**src/verilog/xr_settings.svh**
```systemverilog
// XR memory subsystem sizes
`ifndef XR_SETTINGS_SVH
`define XR_SETTINGS_SVH

// configuration registers backed by flops
// anything at or above this index reads as zero
`define XR_REG_COUNT    16

// color lookup address width
// 256 entries in each playfield bank
`define XR_COLOR_W      8

// full tile address width
// the top bit picks the second tile bank
`define XR_TILE_W       12

// second tile bank address width
// 512 words, so only the low bits of a tile address are used there
`define XR_TILE2_W      9

`endif

```
**src/verilog/xr_pkg.sv**
```systemverilog
// XR bus and memory types
`default_nettype none

`include "xr_settings.svh"

package xr_pkg;

    // host XR bus address, region in bits 15:14
    typedef logic [15:0] addr_t;

    // data word on every XR path
    typedef logic [15:0] word_t;

    // index into one color lookup bank
    typedef logic [`XR_COLOR_W-1:0] color_addr_t;

    // color lookup entry, 4 bits each of alpha, red, green, blue
    typedef logic [15:0] argb_t;

    // tile memory address across both tile banks
    typedef logic [`XR_TILE_W-1:0] tile_addr_t;

    // register bus address
    typedef logic [6:0] reg_addr_t;

endpackage

`default_nettype wire

```
**src/verilog/xr_regs.sv**
```systemverilog
// XR configuration registers
`default_nettype none

`include "xr_settings.svh"

module xr_regs (
    input  wire logic                   clk,
    input  wire logic                   arst_n_i,
    input  wire logic                   xreg_wr_i,
    input  wire xr_pkg::reg_addr_t      xreg_addr_i,
    input  wire xr_pkg::word_t          xreg_data_i,
    output      xr_pkg::word_t          xreg_data_o,
    output      xr_pkg::word_t          vid_ctrl_o
);

    localparam int IDX_W = $clog2(`XR_REG_COUNT);
    localparam xr_pkg::reg_addr_t REG_LIMIT = xr_pkg::reg_addr_t'(`XR_REG_COUNT);

    xr_pkg::word_t      regs [`XR_REG_COUNT];
    logic [IDX_W-1:0]   reg_idx;
    logic               in_range;

    assign reg_idx  = xreg_addr_i[IDX_W-1:0];
    assign in_range = (xreg_addr_i < REG_LIMIT);

    // register file, writes outside the implemented range are dropped
    always_ff @(posedge clk or negedge arst_n_i) begin
        if (!arst_n_i) begin
            for (int i = 0; i < `XR_REG_COUNT; i++) begin
                regs[i] <= '0;
            end
        end else if (xreg_wr_i && in_range) begin
            regs[reg_idx] <= xreg_data_i;
        end
    end

    // combinational read back to the arbiter
    always_comb begin
        xreg_data_o = '0;
        if (in_range) begin
            xreg_data_o = regs[reg_idx];
        end
    end

    // register 0 drives the video control outputs
    assign vid_ctrl_o = regs[0];

    // a write is visible in the register one cycle later
    property p_write_lands;
        @(posedge clk) disable iff (!arst_n_i)
        (xreg_wr_i && in_range) |=> (regs[$past(reg_idx)] == $past(xreg_data_i));
    endproperty

    a_write_lands: assert property (p_write_lands)
        else $error("xr_regs: write did not reach register");

endmodule

`default_nettype wire

```
**config.mk**
```make
export PLATFORM = sky130hd
export DESIGN_NAME = xr_regs
export DESIGN_NICKNAME = d
export VERILOG_FILES = /design/src/verilog/xr_pkg.sv /design/src/verilog/xr_regs.sv
export VERILOG_INCLUDE_DIRS = /design/src /design/src/verilog
export SDC_FILE = /design/constraint.sdc
export NUM_CORES = 1
export LEC_CHECK = 0
export BUFFER_PORTS_ARGS = -buffer_cell sky130_fd_sc_hd__buf_4
export CAP_MARGIN = 10
export CORE_MARGIN = 2
export CORE_UTILIZATION = 35
export CTS_CLUSTER_SIZE = 20
export DETAILED_ROUTE_END_ITERATION = 10
export HOLD_SLACK_MARGIN = 0.12
export SLEW_MARGIN = 20
export SYNTH_ARGS = -nofsm -noshare
export SYNTH_HDL_FRONTEND = slang
export SYNTH_SLANG_ARGS = --single-unit
```
**constraint.sdc**
```tcl
create_clock -name clk -period 2.8 [get_ports clk]
set_clock_uncertainty 0.1 [all_clocks]
set_input_delay 0.42 -clock clk [delete_from_list [all_inputs] [get_ports clk]]
set_output_delay 0.42 -clock clk [all_outputs]
set_load 0.02 [all_outputs]
```
==> key figures, run 1 <==
Floorplanning
  – Die H: 188 um
  – Die area: 0.0353 mm2
  – Num ports: 58
  – FP Rows: 67
  – Core area: 0.0334 mm2
  – Die extent in x: 188 um
  – Initial core utilization: 35.4%

Layout
  – Most frequent cells in the layout: dfrtp_1 (256), mux2_2 (255), buf_4 (84), nand3_1 (68), mux4_2 (64)
  – Nets: 841
  – Ant diodes: 0
  – Area Growth Syn to Fin: 16.7%
  – Share of cells above drive strength 1: 56.5%
  – Commonest non-fill, non-tap cell in the layout: dfrtp_1

Clock tree
  – Clock tree buffer depth: 3
  – Total CTS buffers: 27
  – Post-CTS Setup Bufs: 0
  – CTS Hold Bufs: 1
  – CTS tree: yes
  – Clk slew on worst S/H paths: 0.06 ns
  – Clk sinks: 256
  – Root buf cell: clkbuf_16
  – H-tree levels: 1
  – Post-cts sizing count: 0
  – Worst skew pair latency: 0.53 ns

STA
  – Worst setup margin: 0.265 ns
  – Slew HR: 59.9%
  – Fmax: 0.395 GHz
  – Count of pins over their slew limit: 0
  – RSZ-0062 raised after global routing: false
  – Pin slew with the least headroom to its limit: 0.601 ns
  – Setup TNS: 0 ns
  – Hold Fails Final Rpt: 0
  – Final worst path period need: 2.53 ns
  – Final setup violation count: 0
  – Fin crit share: 90.5%

Drt
  – WL per Instance: 23.0 um
  – Initial DRC Count: 521
  – Residual DRC: 0
  – DR vias/cell: 5.37
  – Post-Route WL: 29500 um
  – Via count: 6892
  – Drt pass-1 iters: 5
  – Detail Route Antenna Nets: 0

Critical path
  – Critical path launch point: vid_ctrl_o[12]
  – R2R setup slack: 1.85 ns
  – Critical path, cell by cell: mux4_2, nand3_1, nand4_1, buf_4
  – Reg2reg path depth: 1
  – Critical Path Start Type: register
  – Slowest cell on the critical path: mux4_2
  – CP endpoint kind: primary output
  – CP max FO: 3
  – RR Startpoint: vid_ctrl_o[12]
  – CP required: 2.28 ns
  – Crit path largest cell delay: 0.47 ns
  – Critical path arrival: 2.01 ns
  – Worst Setup Path Type: reg2out

Pwr
  – Pleak: 6.50 nW
  – Maximum VDD drop: 0.490 mV
  – Power Density: 617 mW/mm2

GRT
  – Pin count of the biggest net entering global routing: 73
  – Gr ovfl total: 0
  – Aggregate global-route resource usage: 17.0%
  – Vias in the first global route: 7246
  – Initial antenna violation count: 0
  – First-pass GRT wire length: 46000 um

Synthesis
  – Syn Nets: 793
  – Mean Syn Cell Area: 15.4 um2
  – Cells after Synth: 767
  – Post-Syn Area: 0.0118 mm2
  – Distinct cells, synth: 23
  – Synthesized flop and latch total: 256
  – Register area share after synthesis: 54.2%
  – Yosys warnings: 0

Place
  – Dpl ws: 0.324 ns
  – RePlAce Congestion: 0.727
  – HPWL after DPL: 18700 um
  – IO buf count: 57

Run
  – Maximum Capacitance Violations: 0

Hold path
  – Hold Crit Depth: 2
  – HP Class: in2reg
  – Hold Crit Start: xreg_data_i[12]

Run status
  – Outcome: complete, no violations
[cell families (layout without fill, tap and decap cells)]
kind of cell	Yosys count	count (layout)	synth area share [%]
buffers and inverters	82	150	3.60
muxes	320	320	36.6
and+or+nand+nor	109	109	5.67
DFF	256	256	54.2
[where the power goes]
part           switching, mW  leakage, nW  internal (mW)
clock network           1.45        0.435           2.03
logic                  0.404         2.58          0.470
registers              0.156         3.48           4.00
total                   2.01         6.50           6.50
[sequential cells by signal, summed over array words and instances, names as in the netlist]
name	count
vid_ctrl_o	16
regs	240
[synth_stat cells]
| master | count | share of area, % |
|---|---|---|
| nand4_1 | 20 | 1.1 |
| or4b_1 | 1 | 0.085 |
| nor3_4 | 3 | 0.41 |
| nor4_4 | 2 | 0.36 |
| clkbuf_1 | 39 | 1.2 |
| nor3_1 | 1 | 0.042 |
| dfrtp_1 | 256 | 54 |
| nand2_1 | 2 | 0.064 |
| nor2b_1 | 3 | 0.16 |
| nor2_1 | 1 | 0.032 |
| nand3_1 | 68 | 2.9 |
| buf_1 | 7 | 0.22 |
| buf_6 | 2 | 0.19 |
| mux2_1 | 1 | 0.095 |
| buf_4 | 24 | 1.5 |
| mux4_2 | 64 | 12 |
| buf_2 | 10 | 0.42 |
| and2_1 | 1 | 0.053 |
| nor3_2 | 3 | 0.25 |
| or4_1 | 1 | 0.064 |
| nand2b_1 | 2 | 0.11 |
| mux2_2 | 255 | 24 |
| nor4_2 | 1 | 0.11 |
[critical path, delay by kind of cell (launching register included)]
kind          cells  cell delay, ns
mux               1            0.47
flops             1            0.45
simple gates      2            0.33
buf+inv           1            0.23
[per-layer routing]
metal	up-vias	GRT usage (%)	share of wire (%)	wire length [um]
li1	2965	-	-	-
met3	39	2.79	4.7	1380
met1	3720	24.7	46	13700
met4	0	2.73	1.4	424
met2	168	27.4	47	14000
met5	-	0	0	0
[layout make-up]
class	count	area, um2
tap	448	561
clock buffer	43	836
timing repair buffer	101	956
clock inverter	6	30.0
fill	3150	19600
multi-input combinational	429	5020
sequential	256	6410
[metrics by stage]
step	util [%]	cells	hold WS (ns)	cell area, um2	power, mW
2_1_floorplan	-	767	0.0244	11800	4.77
3_3_place_gp	38.8	1233	0.334	12900	5.08
3_5_place_dp	38.8	1233	0.329	12900	5.11
4_1_cts	41.4	1283	0.142	13800	8.61
5_1_grt	41.4	1283	0.162	13800	8.88
6_report	41.4	1283	0.159	13800	8.52
[path summary, 6_finish.rpt]
check / end
min in group asynchronous: regs[49]
worst max register to register: vid_ctrl_o[12]
worst min register to register: regs[145]
worst min-delay path: regs[124]
max in group asynchronous: regs[130]
worst max-delay path: xreg_data_o[12]
(Power assumes the default switching activity.)
==> run 2: changes to the inputs <==
--- a/config.mk
+++ b/config.mk
@@ -9,10 +9,11 @@
 export BUFFER_PORTS_ARGS = -buffer_cell sky130_fd_sc_hd__buf_4
 export CAP_MARGIN = 10
 export CORE_MARGIN = 2
-export CORE_UTILIZATION = 35
+export CORE_UTILIZATION = 30
 export CTS_CLUSTER_SIZE = 20
 export DETAILED_ROUTE_END_ITERATION = 10
 export HOLD_SLACK_MARGIN = 0.12
+export SKIP_CTS_REPAIR_TIMING = 1
 export SLEW_MARGIN = 20
 export SYNTH_ARGS = -nofsm -noshare
 export SYNTH_HDL_FRONTEND = slang
==> key figures, run 2 (same netlist as run 1, synthesis figures left out) <==
Run status
  – Outcome: complete, no violations

Critical path
  – Critical Path Start Type: input pin
  – Critical path arrival: 1.99 ns (-0.02 ns)
  – Slowest cell on the critical path: mux4_2
  – Crit path top cell by count: buf_4
  – Worst Setup Path Type: in2out
  – Critical path launch point: xreg_addr_i[0]
  – Critical path, cell by cell: buf_4, buf_12, mux4_2, nand3_1, nand4_1, buf_4
  – Crit path largest cell delay: 0.54 ns (+0.07 ns)
  – CP max FO: 29 (+26)
  – CP required: 2.28 ns (about the same)
  – RR Startpoint: vid_ctrl_o[6]
  – CP endpoint kind: primary output

Layout
  – Largest register FFs: 240 (unchanged)
  – Area Growth Syn to Fin: 16.0%
  – Commonest non-fill, non-tap cell in the layout: dfrtp_1
  – Final instance area: 0.0137 mm2 (-0.60%)
  – Nets: 839 (-0.24%)
  – Ant diodes: 0 (unchanged)
  – Biggest register: regs
  – Share of cells above drive strength 1: 56.0% (-0.49 points)
  – Most frequent cells in the layout: dfrtp_1 (256), mux2_2 (255), buf_4 (88), nand3_1 (68), mux4_2 (64)

Pwr
  – Final Total Pwr: 8.30 mW (-2.6%)
  – Power Density: 605 mW/mm2 (-2.0%)
  – Maximum VDD drop: 0.408 mV (-17%)
  – Pleak: 6.40 nW (-1.5%)

Drt
  – Initial DRC Count: 374 (-28%)
  – WL per Instance: 21.2 um (-7.8%)
  – Residual DRC: 0 (unchanged)
  – Drt pass-1 iters: 4 (-1)
  – Via count: 6857 (-0.51%)
  – Detail Route Antenna Nets: 0 (unchanged)
  – DR vias/cell: 5.09 (-5.2%)
  – Post-Route WL: 28600 um (-3.2%)

Clock tree
  – Clk slew on worst S/H paths: 0.06 ns (about the same)
  – CTS tree: yes
  – Root buf cell: clkbuf_16
  – Worst skew pair latency: 0.52 ns (about the same)
  – Total CTS buffers: 26 (-3.7%)
  – Clk sinks: 256 (unchanged)
  – H-tree levels: 1 (unchanged)
  – Clock tree buffer depth: 3 (unchanged)

GRT
  – Aggregate global-route resource usage: 14.2% (-2.8 points)
  – First-pass GRT wire length: 45600 um (-0.77%)
  – Pin count of the biggest net entering global routing: 81 (+11%)
  – Initial antenna violation count: 0 (unchanged)
  – Gr ovfl total: 0 (unchanged)
  – Vias in the first global route: 7382 (+1.9%)

Place
  – Placed cell area: 0.0129 mm2 (about the same)
  – RePlAce Congestion: 0.724 (-0.43%)
  – HPWL after DPL: 18500 um (-1.1%)
  – IO buf count: 57 (unchanged)
  – Dpl ws: 0.271 ns (-0.0532 ns)

STA
  – Worst setup margin: 0.294 ns (+0.0288 ns)
  – Setup TNS: 0 ns (unchanged)
  – Pin slew with the least headroom to its limit: 0.667 ns (+0.0662 ns)
  – Fin crit share: 89.5% (-1.0 points)
  – WHS: 0.163 ns (+0.00458 ns)
  – Hold Fails Final Rpt: 0 (unchanged)
  – RSZ-0062 raised after global routing: false
  – Final setup violation count: 0 (unchanged)
  – Slew HR: 55.5% (-4.4 points)
  – Count of pins over their slew limit: 0 (unchanged)
  – Fmax: 0.399 GHz (+1.2%)
  – Final worst path period need: 2.51 ns (-0.0288 ns)

Floorplanning
  – Initial core utilization: 30.5% (-4.9 points)
  – FP Rows: 72 (+7.5%)
  – Core area: 0.0387 mm2 (+16%)
  – Num ports: 58 (unchanged)
  – Die extent in x: 203 um (+7.8%)
  – Die H: 203 um (+7.8%)
  – Die area: 0.0410 mm2 (+16%)

Hold path
  – HP Class: in2reg
  – Hold Crit Start: xreg_data_i[12]

Run
  – Maximum Capacitance Violations: 0 (unchanged)
## run 2: routing by layer
metal	vias to the layer above	wire length, um	global-route usage [%]
met5	-	0	0
met4	0	483	2.53
met3	32	1210	1.94
met2	140	13300	22.5
met1	3731	13500	21.1
li1	2954	-	-
## run 2: metrics by stage
| stage | util (%) | instances |
|---|---|---|
| 2_1_floorplan | - | 767 |
| 3_3_place_gp | 33.4 | 1302 |
| 3_5_place_dp | 33.4 | 1302 |
| 4_1_cts | 35.4 | 1345 |
| 5_1_grt | 35.4 | 1346 |
| 6_report | 35.4 | 1346 |
## run 2: area by class of cell
type	instances	area [um2]
Clock buffer	38	757
Clock inverter	5	27.5
Fill cell	3777	25000
Multi-Input combinational cell	429	5000
Sequential cell	256	6410
Tap cell	518	648
Timing Repair Buffer	100	886
## run 2: power by group
part	total, mW	switching (mW)	internal, mW	leakage, nW
sequential	4.15	0.151	4.00	3.48
clock	3.27	1.41	1.86	0.386
combinational	0.875	0.405	0.470	2.53
## run 2: path summary, 6_finish.rpt
kind / endpoint / slack (ns) / cells past startpoint
setup reg to reg: vid_ctrl_o[6] / 1.90 / 1
max in group asynchronous: regs[121] / 1.39 / 3
setup / recovery: xreg_data_o[11] / 0.29 / 6
hold reg to reg: regs[174] / 0.39 / 1
hold / removal: regs[60] / 0.16 / 2
min in group asynchronous: regs[162] / 0.38 / 2
## run 2: critical path, delay by kind of cell
family	cells	cell delay, ns
buffers and inverters	3	0.64
muxes	1	0.54
and+or+nand+nor	2	0.35
